===== src/rtl/axil_cfg.svh =====
`ifndef AXIL_CFG_SVH
`define AXIL_CFG_SVH

// bus widths shared by packages and routers
`define AXIL_ADDR_W 32
`define AXIL_DATA_W 32

// top address bits that pick the slave
`define AXIL_SEL_W 2

`define AXIL_STRB_W (`AXIL_DATA_W / 8)

`endif


===== src/rtl/axil_bus_pkg.sv =====
`include "axil_cfg.svh"

package axil_bus_pkg;

    typedef logic [`AXIL_ADDR_W-1:0] addr_t;
    typedef logic [`AXIL_DATA_W-1:0] data_t;
    typedef logic [`AXIL_STRB_W-1:0] strb_t;

    // one complete write as seen by the arbiter, aw and w together
    typedef struct packed {
        addr_t addr;
        data_t data;
        strb_t strb;
    } wr_req_t;

endpackage


===== src/rtl/axil_map_pkg.sv =====
`include "axil_cfg.svh"

package axil_map_pkg;

    localparam int SLAVE_COUNT = 1 << `AXIL_SEL_W;

    typedef logic [`AXIL_SEL_W-1:0] slave_idx_t;

    // m0 has priority over m1 on both paths
    typedef enum logic {
        MST_M0 = 1'b0,
        MST_M1 = 1'b1
    } master_id_t;

endpackage


===== src/rtl/master_priority_select.sv =====
`timescale 1ns/1ns

module master_priority_select import axil_bus_pkg::*, axil_map_pkg::*; #(
    parameter type payload_t = addr_t
) (
    input  payload_t   req_a,
    input  logic       valid_a,
    input  payload_t   req_b,
    input  logic       valid_b,
    output payload_t   req,
    output logic       valid,
    output master_id_t grant
);

    always_comb begin
        if (valid_a) begin
            grant = MST_M0;  // side a always wins
            req   = req_a;
        end else begin
            grant = MST_M1;
            req   = req_b;
        end
        valid = valid_a | valid_b;
    end

endmodule


===== src/rtl/axil_write_router.sv =====
`timescale 1ns/1ns
`include "axil_cfg.svh"

module axil_write_router import axil_bus_pkg::*, axil_map_pkg::*; (
    input  addr_t   m_awaddr  [2],
    input  logic    m_awvalid [2],
    input  data_t   m_wdata   [2],
    input  strb_t   m_wstrb   [2],
    input  logic    m_wvalid  [2],
    output logic    m_awready [2],
    output logic    m_wready  [2],
    output addr_t   s_awaddr  [SLAVE_COUNT],
    output logic    s_awvalid [SLAVE_COUNT],
    input  logic    s_awready [SLAVE_COUNT],
    output data_t   s_wdata   [SLAVE_COUNT],
    output strb_t   s_wstrb   [SLAVE_COUNT],
    output logic    s_wvalid  [SLAVE_COUNT],
    input  logic    s_wready  [SLAVE_COUNT]
);

    wr_req_t    m_req [2];
    logic       m_vld [2];
    wr_req_t    win_req;
    logic       win_valid;
    master_id_t win_grant;
    slave_idx_t dec;

    // a master only competes once both aw and w are presented
    always_comb begin
        for (int m = 0; m < 2; m++) begin
            m_req[m] = '{addr: m_awaddr[m], data: m_wdata[m], strb: m_wstrb[m]};
            m_vld[m] = m_awvalid[m] & m_wvalid[m];
        end
    end

    master_priority_select #(
        .payload_t (wr_req_t)
    ) wr_sel_i (
        .req_a   (m_req[0]),
        .valid_a (m_vld[0]),
        .req_b   (m_req[1]),
        .valid_b (m_vld[1]),
        .req     (win_req),
        .valid   (win_valid),
        .grant   (win_grant)
    );

    assign dec = win_req.addr[`AXIL_ADDR_W-1 -: `AXIL_SEL_W];

    always_comb begin
        for (int s = 0; s < SLAVE_COUNT; s++) begin
            s_awvalid[s] = win_valid && (dec == slave_idx_t'(s)) && m_awvalid[win_grant];
            s_wvalid[s]  = win_valid && (dec == slave_idx_t'(s)) && m_wvalid[win_grant];
            s_awaddr[s]  = (dec == slave_idx_t'(s)) ? win_req.addr : '0;
            s_wdata[s]   = win_req.data;  // broadcast, qualified by wvalid
            s_wstrb[s]   = win_req.strb;
        end
    end

    // ready goes back to the granted master only
    always_comb begin
        for (int m = 0; m < 2; m++) begin
            m_awready[m] = win_valid && (win_grant == master_id_t'(m)) && s_awready[dec];
            m_wready[m]  = win_valid && (win_grant == master_id_t'(m)) && s_wready[dec];
        end
    end

endmodule


===== src/rtl/axil_read_router.sv =====
`timescale 1ns/1ns
`include "axil_cfg.svh"

module axil_read_router import axil_bus_pkg::*, axil_map_pkg::*; (
    input  logic    clk,
    input  logic    rst_n,
    input  addr_t   m_araddr  [2],
    input  logic    m_arvalid [2],
    output logic    m_arready [2],
    output data_t   m_rdata   [2],
    output logic    m_rvalid  [2],
    input  logic    m_rready  [2],
    output addr_t   s_araddr  [SLAVE_COUNT],
    output logic    s_arvalid [SLAVE_COUNT],
    input  logic    s_arready [SLAVE_COUNT],
    input  data_t   s_rdata   [SLAVE_COUNT],
    input  logic    s_rvalid  [SLAVE_COUNT],
    output logic    s_rready  [SLAVE_COUNT]
);

    addr_t      win_addr;
    logic       win_valid;
    master_id_t win_grant;
    slave_idx_t dec;
    logic       ar_valid;
    logic       ar_fire;
    logic       r_fire;
    logic       busy;      // one read in flight
    slave_idx_t rd_idx;    // slave that owes the data
    master_id_t rd_owner;  // master that gets it

    master_priority_select #(
        .payload_t (addr_t)
    ) rd_sel_i (
        .req_a   (m_araddr[0]),
        .valid_a (m_arvalid[0]),
        .req_b   (m_araddr[1]),
        .valid_b (m_arvalid[1]),
        .req     (win_addr),
        .valid   (win_valid),
        .grant   (win_grant)
    );

    assign dec      = win_addr[`AXIL_ADDR_W-1 -: `AXIL_SEL_W];
    assign ar_valid = win_valid & ~busy;  // no new address while a read is open
    assign ar_fire  = ar_valid & s_arready[dec];
    assign r_fire   = busy & s_rvalid[rd_idx] & m_rready[rd_owner];

    always_comb begin
        for (int s = 0; s < SLAVE_COUNT; s++) begin
            s_arvalid[s] = ar_valid && (dec == slave_idx_t'(s));
            s_araddr[s]  = (dec == slave_idx_t'(s)) ? win_addr : '0;
            s_rready[s]  = busy && (rd_idx == slave_idx_t'(s)) && m_rready[rd_owner];
        end
    end

    always_comb begin
        for (int m = 0; m < 2; m++) begin
            m_arready[m] = ar_valid && (win_grant == master_id_t'(m)) && s_arready[dec];
            m_rvalid[m]  = busy && (rd_owner == master_id_t'(m)) && s_rvalid[rd_idx];
            m_rdata[m]   = s_rdata[rd_idx];  // both see data, only owner sees valid
        end
    end

    always_ff @(posedge clk or negedge rst_n) begin
        if (!rst_n) begin
            busy     <= 1'b0;
            rd_idx   <= '0;
            rd_owner <= MST_M0;
        end else if (ar_fire) begin
            busy     <= 1'b1;
            rd_idx   <= dec;
            rd_owner <= win_grant;
        end else if (r_fire) begin
            busy     <= 1'b0;  // next read accepted from the following cycle
        end
    end

endmodule


===== src/rtl/axil_2m_interconnect.sv =====
`timescale 1ns/1ns

module axil_2m_interconnect import axil_bus_pkg::*, axil_map_pkg::*; (
    input  logic  clk,
    input  logic  rst_n,
    // master 0
    input  addr_t m0_awaddr,
    input  logic  m0_awvalid,
    output logic  m0_awready,
    input  data_t m0_wdata,
    input  strb_t m0_wstrb,
    input  logic  m0_wvalid,
    output logic  m0_wready,
    input  addr_t m0_araddr,
    input  logic  m0_arvalid,
    output logic  m0_arready,
    output data_t m0_rdata,
    output logic  m0_rvalid,
    input  logic  m0_rready,
    // master 1
    input  addr_t m1_awaddr,
    input  logic  m1_awvalid,
    output logic  m1_awready,
    input  data_t m1_wdata,
    input  strb_t m1_wstrb,
    input  logic  m1_wvalid,
    output logic  m1_wready,
    input  addr_t m1_araddr,
    input  logic  m1_arvalid,
    output logic  m1_arready,
    output data_t m1_rdata,
    output logic  m1_rvalid,
    input  logic  m1_rready,
    // slaves
    output addr_t s_awaddr  [SLAVE_COUNT],
    output logic  s_awvalid [SLAVE_COUNT],
    input  logic  s_awready [SLAVE_COUNT],
    output data_t s_wdata   [SLAVE_COUNT],
    output strb_t s_wstrb   [SLAVE_COUNT],
    output logic  s_wvalid  [SLAVE_COUNT],
    input  logic  s_wready  [SLAVE_COUNT],
    output addr_t s_araddr  [SLAVE_COUNT],
    output logic  s_arvalid [SLAVE_COUNT],
    input  logic  s_arready [SLAVE_COUNT],
    input  data_t s_rdata   [SLAVE_COUNT],
    input  logic  s_rvalid  [SLAVE_COUNT],
    output logic  s_rready  [SLAVE_COUNT]
);

    addr_t m_awaddr  [2];
    logic  m_awvalid [2];
    logic  m_awready [2];
    data_t m_wdata   [2];
    strb_t m_wstrb   [2];
    logic  m_wvalid  [2];
    logic  m_wready  [2];
    addr_t m_araddr  [2];
    logic  m_arvalid [2];
    logic  m_arready [2];
    data_t m_rdata   [2];
    logic  m_rvalid  [2];
    logic  m_rready  [2];

    // entry 0 is m0, the higher priority master
    assign m_awaddr  = '{m0_awaddr, m1_awaddr};
    assign m_awvalid = '{m0_awvalid, m1_awvalid};
    assign m_wdata   = '{m0_wdata, m1_wdata};
    assign m_wstrb   = '{m0_wstrb, m1_wstrb};
    assign m_wvalid  = '{m0_wvalid, m1_wvalid};
    assign m_araddr  = '{m0_araddr, m1_araddr};
    assign m_arvalid = '{m0_arvalid, m1_arvalid};
    assign m_rready  = '{m0_rready, m1_rready};

    assign m0_awready = m_awready[0];
    assign m1_awready = m_awready[1];
    assign m0_wready  = m_wready[0];
    assign m1_wready  = m_wready[1];
    assign m0_arready = m_arready[0];
    assign m1_arready = m_arready[1];
    assign m0_rdata   = m_rdata[0];
    assign m1_rdata   = m_rdata[1];
    assign m0_rvalid  = m_rvalid[0];
    assign m1_rvalid  = m_rvalid[1];

    axil_write_router wr_router_i (
        .m_awaddr  (m_awaddr),
        .m_awvalid (m_awvalid),
        .m_wdata   (m_wdata),
        .m_wstrb   (m_wstrb),
        .m_wvalid  (m_wvalid),
        .m_awready (m_awready),
        .m_wready  (m_wready),
        .s_awaddr  (s_awaddr),
        .s_awvalid (s_awvalid),
        .s_awready (s_awready),
        .s_wdata   (s_wdata),
        .s_wstrb   (s_wstrb),
        .s_wvalid  (s_wvalid),
        .s_wready  (s_wready)
    );

    axil_read_router rd_router_i (
        .clk       (clk),
        .rst_n     (rst_n),
        .m_araddr  (m_araddr),
        .m_arvalid (m_arvalid),
        .m_arready (m_arready),
        .m_rdata   (m_rdata),
        .m_rvalid  (m_rvalid),
        .m_rready  (m_rready),
        .s_araddr  (s_araddr),
        .s_arvalid (s_arvalid),
        .s_arready (s_arready),
        .s_rdata   (s_rdata),
        .s_rvalid  (s_rvalid),
        .s_rready  (s_rready)
    );

endmodule


===== config.mk =====
export PLATFORM = sky130hd
export DESIGN_NAME = axil_2m_interconnect
export DESIGN_NICKNAME = d
export VERILOG_FILES = /design/src/rtl/axil_bus_pkg.sv /design/src/rtl/axil_map_pkg.sv /design/src/rtl/master_priority_select.sv /design/src/rtl/axil_write_router.sv /design/src/rtl/axil_read_router.sv /design/src/rtl/axil_2m_interconnect.sv
export VERILOG_INCLUDE_DIRS = /design/src /design/src/rtl
export SDC_FILE = /design/constraint.sdc
export NUM_CORES = 1
export LEC_CHECK = 0
export BUFFER_PORTS_ARGS = -buffer_cell sky130_fd_sc_hd__buf_2
export CAP_MARGIN = 20
export CORE_AREA = 4 4 325 327
export CTS_BUF_LIST = sky130_fd_sc_hd__clkbuf_4 sky130_fd_sc_hd__clkbuf_8
export CTS_CLUSTER_SIZE = 12
export DETAILED_ROUTE_END_ITERATION = 7
export DIE_AREA = 0 0 329 331
export PLACE_DENSITY = 0.3
export RECOVER_POWER = 25
export SETUP_SLACK_MARGIN = 0.15
export SYNTH_ARGS = -nofsm -noshare
export SYNTH_HDL_FRONTEND = slang
export SYNTH_HIERARCHICAL = 1
export SYNTH_SLANG_ARGS = --single-unit

===== constraint.sdc =====
create_clock -name clk -period 2 [get_ports clk]
set_input_delay 0 -clock clk [delete_from_list [all_inputs] [get_ports clk]]
set_output_delay 0 -clock clk [all_outputs]
set_load 0.02 [all_outputs]

==> flow_metrics.py, run 1 <==
metrics = {
    "timing": {
        "drv_slew": 0,
        "finalSetupTns_ns": 0,
        "fin_skew_ns": 0.00374,
        "fin_crit_ns": 1.80,
        "fmax_mhz": 555,
        "finalCritPeriodShare_pct": 90.1,
        "worst_pin_slew_ns": 0.753,
        "finalSetupViolCount": 0,
        "relSlewSlack_pct": 49.8,
        "rsz0062_at_grt": "yes",
        "hold_viol_final": 0,
    },
    "global_routing": {
        "first_global_vias": 7450,
        "grt_overflow": 0,
        "antenna_found_initial": 26,
        "grt_use_total_pct": 8.22,
        "grt_pass1_wl_um": 62700,
        "grt_max_degree": 39,
    },
    "drt": {
        "vias_per_cell": 2.75,
        "drt_iter0_markers": 278,
        "ant_nets": 0,
        "first_pass_iters": 4,
        "wl_per_cell_um": 18.6,
        "wirelength_um": 50200,
        "vias": 7424,
        "drc": 0,
    },
    "setup_path": {
        "crit_buf_inv": 3,
        "critPathTopFamily": "buffers and inverters",
        "cp-start-kind": "flip-flop",
        "critical-path-max-stage-delay_ns": 0.57,
        "cp-end-kind": "output port",
        "crit_arrival_ns": 1.80,
        "cp_slowest_cell": "mux4_2",
        "path_cells": "buf_12 > bufbuf_16 > mux4_2 > buf_2",
        "required_ns": 2.00,
        "cp_max_fo": 16,
        "worst-setup-path-type": "flip-flop to output port",
    },
    "min_path": {
        "hold_path_class": "input port to async pin",
    },
    "yosys": {
        "avgSynthCellArea_um2": 9.13,
        "synth.cell_area_um2": 5870,
        "yosysUniqueCellTypes": 31,
        "synth_cells": 643,
        "synth_edf_count": 0,
        "synth_flop_cell": "dfrtp_1",
        "yosys_warnings": 6,
        "synthArstFlopShare_pct": 100,
        "ys_seq_area_share_pct": 1.71,
        "synth_seq_cells": 4,
    },
    "clocking": {
        "cts_root_buf": "clkbuf_8",
        "cts_buffers": 3,
        "ctsHtreeMaxLevel": 1,
        "cts_sinks": 4,
        "clock_latency_ns": 0.22,
        "cts.path.max_buffers": 2,
        "path_clk_slew_ns": 0.03,
        "cts_tree": "done",
    },
    "placed_design": {
        "placed_area_um2": 10600,
        "post-dp-hpwl_um": 45500,
        "routabilityCongestion": 0.788,
        "port_buffers": 833,
    },
    "finish": {
        "final_common_cell": "buf_2",
        "final_layout_size_suffix_gt1_share_pct": 68.9,
        "nNetsFinal": 1668,
        "fillers": 12200,
        "final_cell_mix": "760 x buf_2, 182 x and2_1, 73 x clkbuf_1",
        "area_delta_synth_final_pct": 78.7,
        "fin_area_um2": 10500,
    },
    "power_and_ir_drop": {
        "p_leak_nw": 5.64,
        "seq_power_share_pct": 2.8,
        "irDropWorstVdd_mv": 0.556,
        "power.switching_w": 0.00416,
        "intPower_w": 0.00271,
        "power_frac_comb_pct": 94.8,
        "powerDensity_nw_per_um2": 655,
        "swShare_pct": 60.6,
        "p_clk_share_pct": 2.4,
    },
    "job": {
        "drv_cap": 0,
    },
    "floorplanning": {
        "die_area_um2": 109000,
        "start_util_pct": 5.70,
        "die_h_um": 331,
        "core_area_um2": 103000,
        "design.portCount": 842,
        "rows": 118,
        "die_width_um": 329,
    },
    "outcome": {
        "status": "completed",
    },
}
-- final cells by class --
class	count	area, um2	area share [%]
Antenna cell	11	27.5	0.262
Clock buffer	3	41.3	0.394
Inverter	4	15.0	0.143
Multi-Input combinational cell	436	4080	38.9
Sequential cell	4	103	0.978
Tap cell	1380	1730	16.5
Timing Repair Buffer	865	4490	42.8
-- per-stage QoR --
stage / util (%) / cells / power [W] / setup WS, ns / hold WS (ns)
detailed placement: 10.3 / 2684 / 0.00673 / 0.115 / -0.185
global route: 10.2 / 2697 / 0.00728 / 0.148 / 0.196
finish: 10.2 / 2703 / 0.00687 / 0.198 / 0.160
global placement: 10.3 / 2684 / 0.00682 / 0.170 / -0.187
CTS: 10.4 / 2690 / 0.00711 / 0.157 / 0.127
floorplan: - / 649 / 0.00478 / 0.400 / -0.296
-- flip-flops by register name (all words and copies together), names as in the netlist --
register              cells
rd_router_i/busy          1
rd_router_i/rd_owner      1
rd_router_i/rd_idx        2
-- layer usage --
metal | global-route usage (%) | wire length (um)
met3 | 2.64 | 5190
met4 | 2.16 | 1440
met1 | 8.56 | 17100
met5 | 0.665 | 118
met2 | 15.7 | 26300
-- cell families (layout without fill, tap and decap cells) --
logic type	count (synthesis)	after routing	synth area share [%]
AO/OA/AOI/OAI	4	4	0.639
flip-flops	4	4	1.71
AND/OR/NAND/NOR	282	282	30.4
buffers and inverters	209	872	26.8
multiplexers	142	142	40.3
other	2	19	0.128
-- power by group through the flow --
stage          clock network (W)  registers, W  logic (W)
2_1_floorplan                  0      0.000156    0.00462
3_3_place_gp                   0      0.000239    0.00658
3_5_place_dp                   0      0.000237    0.00649
4_1_cts                 0.000172      0.000203    0.00673
5_1_grt                 0.000178      0.000202    0.00690
6_report                0.000167      0.000192    0.00651
-- final timing paths --
path / start / to / slack, ns / depth (start not counted)
max in group asynchronous: rst_n / rd_router_i/rd_idx[1] / 1.63 / 2
max reg2reg: rd_router_i/busy / rd_router_i/rd_owner / 0.56 / 3
min reg2reg: rd_router_i/rd_owner / rd_router_i/rd_owner / 0.61 / 1
max: rd_router_i/rd_idx[0] / m0_rdata[11] / 0.20 / 4
min in group clk: s_arready[1] / rd_router_i/rd_idx[1] / 0.21 / 3
min: rst_n / rd_router_i/rd_owner / 0.16 / 2
-- timing repair --
item,in CTS,in global routing
gates resized for setup,1,2
endpoints found under the setup margin,53,25
endpoints found under the hold margin,4,0
cloned,1,0
hold buffers,1,0
setup buffers,1,2
-- cells in the mapped netlist, drive strengths merged, types with 5 or more instances --
library cell | number | area, um2
and2 | 183 | 1140
buf | 177 | 1450
mux2 | 103 | 1530
and3 | 63 | 394
mux4 | 35 | 788
clkbuf | 28 | 105
and3b | 8 | 70.1
nor3b | 6 | 45.0
nand2 | 5 | 18.8
Note: power is estimated with default switching activity, not from simulation.
==> run 2, diff against run 1 <==
--- a/config.mk
+++ b/config.mk
@@ -6,13 +6,14 @@
 export SDC_FILE = /design/constraint.sdc
 export NUM_CORES = 1
 export LEC_CHECK = 0
+export ABC_AREA = 1
 export BUFFER_PORTS_ARGS = -buffer_cell sky130_fd_sc_hd__buf_2
 export CAP_MARGIN = 20
-export CORE_AREA = 4 4 325 327
+export CORE_AREA = 4 4 328 330
 export CTS_BUF_LIST = sky130_fd_sc_hd__clkbuf_4 sky130_fd_sc_hd__clkbuf_8
 export CTS_CLUSTER_SIZE = 12
 export DETAILED_ROUTE_END_ITERATION = 7
-export DIE_AREA = 0 0 329 331
+export DIE_AREA = 0 0 332 334
 export PLACE_DENSITY = 0.3
 export RECOVER_POWER = 25
 export SETUP_SLACK_MARGIN = 0.15
==> flow_metrics.py, run 2 <==
metrics = {
    "yosys": {
        "ys_top_cells_by_count": "400 x nand2_1, 244 x nor2_1, 159 x buf_4, 77 x inv_1, 40 x nand3_1",
        "synth_seq_cells": 4,
        "synth_most_common_cell": "nand2_1",
        "yosys_warnings": 6,
        "synthArstFlopShare_pct": 100,
        "ys_seq_area_share_pct": 1.89,
        "yosys.area_share.xor_xnor_pct": 0,
        "synth_compound_area_share_pct": 4.59,
        "avgSynthCellArea_um2": 4.94,
        "synth.cell_area_um2": 5280,
        "synth-simple-area-share_pct": 55.7,
        "yosysUniqueCellTypes": 24,
        "synth_adder_area_share_pct": 0,
        "synth_mux_area_share_pct": 0,
        "synth_top_area_share_pct": 28.4,
        "synth_flop_cell": "dfrtp_1",
        "synth_largest_area_cell": "nand2_1",
        "synth_cells": 1070,
        "synth_top_family_by_area": "simple AND/OR/NAND/NOR gates",
        "synth_area_leaders": "nand2_1 28%, buf_4 23%, nor2_1 17%, buf_6 6.0%, inv_1 5.5%",
        "synth_edf_count": 0,
    },
    "clocking": {
        "clock_latency_ns": 0.21,
        "cts_tree": "done",
        "cts_sinks": 4,
        "cts_buffers": 3,
        "ctsHtreeMaxLevel": 1,
        "path_clk_slew_ns": 0.03,
        "cts_root_buf": "clkbuf_8",
        "cts.path.max_buffers": 2,
    },
    "drt": {
        "wl_per_cell_um": 14.6,
        "wirelength_um": 45600,
        "vias": 8734,
        "vias_per_cell": 2.79,
        "ant_nets": 0,
        "drt_iter0_markers": 460,
        "first_pass_iters": 5,
        "drc": 0,
    },
    "floorplanning": {
        "die_area_um2": 111000,
        "start_util_pct": 5.04,
        "die_h_um": 334,
        "core_area_um2": 105000,
        "die_width_um": 332,
        "rows": 119,
        "design.portCount": 842,
    },
    "finish": {
        "largest_register": "rd_router_i/rd_idx",
        "nNetsFinal": 2087,
        "fin_cells": 3131,
        "fin_area_um2": 9820,
        "largest_reg_flops": 2,
        "final_common_cell": "buf_2",
        "area_delta_synth_final_pct": 85.8,
        "final_cell_mix": "720 x buf_2, 399 x nand2_1, 244 x nor2_1",
        "final_layout_size_suffix_gt1_share_pct": 46.4,
        "largestRegisters": "rd_router_i/rd_idx x2, rd_router_i/busy x1, rd_router_i/rd_owner x1",
    },
    "setup_path": {
        "crit_end": "s_wdata[4]",
        "crit_buf_inv": 5,
        "critPathTopFamily": "buffers and inverters",
        "cp-end-kind": "output port",
        "crit_cells": 8,
        "cp_max_fo": 15,
        "r2r_end": "rd_router_i/busy",
        "reg2reg_depth": 8,
        "cp-start-kind": "input port",
        "required_ns": 2.00,
        "startpoint": "m0_awvalid",
        "critical-path-max-stage-delay_ns": 0.58,
        "worst-setup-path-type": "input port to output port",
        "crit_top_cell": "nand2_1",
        "crit_arrival_ns": 1.73,
        "reg2reg_slack_ns": 0.84,
        "cp_slowest_cell": "clkbuf_1",
        "path_cells": "buf_2 > nand2_1 > inv_2 > inv_4 > clkbuf_1 > nand2_1 > nand2_1 > clkbuf_1",
        "timing.rr.start": "rd_router_i/rd_idx[0]",
    },
    "timing": {
        "hold_slack_ns": 0.176,
        "finalCritPeriodShare_pct": 86.6,
        "drv_slew": 0,
        "fmax_mhz": 577,
        "worst_pin_slew_ns": 0.788,
        "relSlewSlack_pct": 47.5,
        "fin_skew_ns": 0.00108,
        "rsz0062_at_grt": "no",
        "fin_crit_ns": 1.73,
        "hold_viol_final": 0,
        "finalSetupTns_ns": 0,
        "finalSetupViolCount": 0,
    },
    "outcome": {
        "status": "completed",
    },
    "placed_design": {
        "placed_area_um2": 9870,
        "port_buffers": 833,
        "routabilityCongestion": 0.836,
        "post-dp-hpwl_um": 40500,
        "place_inst": 3117,
    },
    "global_routing": {
        "grt_pass1_wl_um": 61800,
        "grt_overflow": 0,
        "first_global_vias": 8467,
        "grt_use_total_pct": 7.45,
        "grt_max_degree": 58,
        "antenna_found_initial": 14,
    },
    "job": {
        "drv_cap": 0,
    },
    "power_and_ir_drop": {
        "p_leak_nw": 5.88,
        "powerDensity_nw_per_um2": 675,
        "irDropWorstVdd_mv": 0.510,
    },
    "min_path": {
        "hold_path_class": "input port to async pin",
    },
}
## run 2: worst min path at each step
| stage | from | to | slack, ns |
|---|---|---|---|
| after floorplan | rst_n | rd_router_i/busy | -0.30 |
| after global placement | rst_n | rd_router_i/rd_idx[1] | -0.19 |
| after detailed placement | rst_n | rd_router_i/rd_owner | -0.19 |
| after CTS | rst_n | rd_router_i/rd_owner | 0.15 |
| after global routing | rst_n | rd_router_i/rd_owner | 0.20 |
| final | rst_n | rd_router_i/rd_owner | 0.18 |
## run 2: area by class of cell
cell class                      count  area [um2]
Fill cell                       12700       95000
Timing Repair Buffer              862        4340
Multi-Input combinational cell    774        3220
Tap cell                         1391        1740
Inverter                           87         342
Sequential cell                     4         103
Clock buffer                        3        41.3
Antenna cell                        9        22.5
Timing Repair inverter              1        5.00
## run 2: kinds of logic (layout without fill, tap and decap cells)
logic type             after synthesis  after routing
flip-flops                           4              4
AO/OA/AOI/OAI                       33             33
other                                2             17
AND/OR/NAND/NOR                    733            733
buffers and inverters              298            953
## run 2: what timing repair did
action | CTS | global route
cloned | 0 | 1
setup endpoints to repair | 34 | 8
setup buffers | 0 | 0
pin swaps | 0 | 0
hold endpoints to repair | 4 | 0
resized for setup | 2 | 5
hold buffers | 1 | 0
## run 2: power breakdown
| part | leakage (nW) | internal [W] | switching, W |
|---|---|---|---|
| Combinational | 5.81 | 0.00186 | 0.00439 |
| Sequential | 0.0468 | 0.000124 | 0.0000820 |
| Clock | 0.0216 | 0.000128 | 0.0000393 |
## run 2: worst register-to-register path, cell delays in order, from the launching register on
cell	delay, ns
dfrtp_2	0.45
inv_2	0.14
nand2_1	0.09
nand2_1	0.07
nand2_1	0.05
nand2_1	0.08
nand2_1	0.06
nand2_1	0.06
nand2_1	0.05
## run 2: metal layers
layer	global-route usage [%]	vias to the layer above	share of wire, %
li1	-	4366	-
met1	8.83	3863	41
met2	13.6	443	50
met3	2.13	54	7.5
met4	1.06	8	2.1
met5	0	-	0.11
## run 2: stage by stage
stage / util [%] / total power (W) / setup slack (ns)
6_report: 9.36 / 0.00662 / 0.268
5_1_grt: 9.35 / 0.00716 / 0.143
4_1_cts: 9.47 / 0.00676 / 0.164
3_5_place_dp: 9.42 / 0.00655 / 0.221
3_3_place_gp: 9.42 / 0.00663 / 0.205
2_1_floorplan: - / 0.00478 / 0.542
==> run 3, diff against run 2 <==
--- a/config.mk
+++ b/config.mk
@@ -9,11 +9,11 @@
 export ABC_AREA = 1
 export BUFFER_PORTS_ARGS = -buffer_cell sky130_fd_sc_hd__buf_2
 export CAP_MARGIN = 20
-export CORE_AREA = 4 4 328 330
+export CORE_AREA = 4 4 326 328
 export CTS_BUF_LIST = sky130_fd_sc_hd__clkbuf_4 sky130_fd_sc_hd__clkbuf_8
 export CTS_CLUSTER_SIZE = 12
 export DETAILED_ROUTE_END_ITERATION = 7
-export DIE_AREA = 0 0 332 334
+export DIE_AREA = 0 0 330 332
 export PLACE_DENSITY = 0.3
 export RECOVER_POWER = 25
 export SETUP_SLACK_MARGIN = 0.15
==> constraint.sdc (replaced) <==
create_clock -name clk -period 1.53 [get_ports clk]
set_input_delay 0 -clock clk [delete_from_list [all_inputs] [get_ports clk]]
set_output_delay 0 -clock clk [all_outputs]
set_load 0.02 [all_outputs]
==> flow_metrics.py, run 3 (synthesis gave the netlist of run 2 again) <==
metrics = {
    "outcome": {
        "status": "finished, violations left",
        "violations": "setup timing",
    },
    "finish": {
        "fillers": 12300,
        "largestRegisters": "rd_router_i/rd_idx x2, rd_router_i/busy x1, rd_router_i/rd_owner x1",
        "area_delta_synth_final_pct": 124,
        "final_cell_mix": "650 x buf_2, 364 x nand2_1, 230 x nor2_1",
        "largest_register": "rd_router_i/rd_idx",
        "fin_area_um2": 11800,
        "ff_latch_area_um2": 104,
        "multi_input_area_um2": 3780,
        "fin_cells": 3192,
        "largest_reg_flops": 2,
        "final_layout_size_suffix_gt1_share_pct": 55.9,
        "final_common_cell": "buf_2",
        "nNetsFinal": 2163,
    },
    "global_routing": {
        "busiest_layer": "met2",
        "use_met1_pct": 9.67,
        "antenna_found_initial": 10,
        "grt_overflow": 0,
        "gr-usage-met2_pct": 15.3,
        "grt_pass1_wl_um": 64800,
        "grt_max_degree": 32,
        "first_global_vias": 8845,
        "use_met3_pct": 0.865,
        "grt_use_total_pct": 7.96,
    },
    "drt": {
        "first_pass_iters": 4,
        "wl_per_cell_um": 15.4,
        "vias_per_cell": 2.90,
        "wirelength_um": 49100,
        "drc": 0,
        "vias": 9260,
        "drt_iter0_markers": 489,
        "ant_nets": 0,
    },
    "power_and_ir_drop": {
        "p_leak_nw": 6.75,
        "irDropWorstVdd_mv": 1.13,
        "power.switching_w": 0.00699,
        "swShare_pct": 56.2,
        "intPower_w": 0.00545,
        "power_frac_comb_pct": 96.2,
        "seq_power_share_pct": 2.1,
        "p_clk_share_pct": 1.8,
        "powerDensity_nw_per_um2": 1050,
    },
    "floorplanning": {
        "die_h_um": 332,
        "start_util_pct": 5.12,
        "die_width_um": 330,
        "core_area_um2": 103000,
        "rows": 118,
        "die_area_um2": 110000,
        "design.portCount": 842,
    },
    "setup_path": {
        "required_ns": 1.53,
        "crit_arrival_ns": 1.59,
        "cp-start-kind": "flip-flop",
        "cp-end-kind": "output port",
        "worst-setup-path-type": "flip-flop to output port",
        "cp_max_fo": 8,
    },
    "timing": {
        "fin_crit_ns": 1.59,
        "finalCritPeriodShare_pct": 104,
        "drv_slew": 0,
        "setup_slack_ns": -0.0563,
        "fmax_mhz": 630,
        "hold_viol_final": 0,
        "finalSetupViolCount": 19,
        "fin_skew_ns": 0.00205,
        "rsz0062_at_grt": "yes",
    },
    "clocking": {
        "clock_latency_ns": 0.21,
        "cts_tree": "done",
        "path_clk_slew_ns": 0.03,
        "cts_sinks": 4,
        "cts.path.max_buffers": 2,
        "cts_buffers": 3,
        "cts_root_buf": "clkbuf_8",
        "ctsHtreeMaxLevel": 1,
    },
    "placed_design": {
        "routabilityCongestion": 0.817,
        "post-dp-hpwl_um": 41400,
        "placed_area_um2": 10400,
        "place_inst": 3152,
        "port_buffers": 833,
    },
    "job": {
        "drv_cap": 0,
    },
    "min_path": {
        "hold_path_class": "input port to async pin",
    },
}
==> run 3: cell types whose count changed in the layout (fill, tap and decap cells not counted), sizes merged <==
cell	before	now
buf	746	833
clkbuf	118	108
diode	9	5
clkinv	2	0
inv	86	87
==> run 3: path summary, 6_finish.rpt <==
path	from	end	slack (ns)	depth (start not counted)
setup / recovery	rd_router_i/rd_idx[1]	m0_rdata[26]	-0.06	7
hold / removal	rst_n	rd_router_i/rd_idx[0]	0.18	2
setup reg to reg	rd_router_i/busy	rd_router_i/rd_idx[0]	0.20	5
hold reg to reg	rd_router_i/rd_owner	rd_router_i/rd_owner	0.54	2
max in group asynchronous	rst_n	rd_router_i/busy	1.13	2
min in group clk	m1_rready	rd_router_i/busy	0.18	6
==> run 3: power by group through the flow <==
stage	registers, W	clock network [W]	logic (W)
after floorplan	0.000202	0	0.00604
after global placement	0.000236	0	0.00887
after detailed placement	0.000234	0	0.00879
after CTS	0.000253	0.000225	0.0113
after global routing	0.000271	0.000233	0.0126
final	0.000257	0.000220	0.0120
==> run 3: routing by layer <==
metal / routed length, um / share of wire (%)
met4: 560 / 1.1
met1: 20000 / 41
met3: 3070 / 6.3
met2: 25400 / 52
met5: 13 / 0.027
==> run 3: per-stage QoR <==
stage	util (%)	setup TNS, ns	total power (W)	worst slack, ns	hold WS, ns
final	11.5	-0.189	0.0124	-0.0563	0.184
after global routing	11.5	-2.52	0.0131	-0.0893	0.217
after CTS	11.2	-1.03	0.0118	-0.0692	0.166
after detailed placement	10.1	-0.403	0.00902	-0.181	-0.181
after global placement	10.1	-0.201	0.00911	-0.0840	-0.183
after floorplan	-	0	0.00624	0.184	-0.296
==> run 3: layout make-up <==
cell class / instances / share of cell area [%]
Sequential cell: 4 / 0.878
Tap cell: 1380 / 14.6
Timing Repair Buffer: 939 / 49.0
Multi-Input combinational cell: 774 / 31.9
Inverter: 87 / 3.14
Clock buffer: 3 / 0.349
Antenna cell: 5 / 0.106
==> run 3: what timing repair did <==
item / in CTS / in global routing
pin swaps: 23 / 24
hold endpoints to repair: 4 / 0
endpoints found under the setup margin: 115 / 137
gates resized for setup: 251 / 83
setup buffers: 14 / 9
hold buffers: 1 / 0
cloned: 4 / 4
==> run 3: critical path, stage by stage, from the launching register on <==
cell	delay (ns)
dfrtp_2	0.47
buf_4	0.17
nand2_4	0.09
inv_8	0.06
buf_12	0.14
nand2_1	0.09
nand3_2	0.16
buf_6	0.19
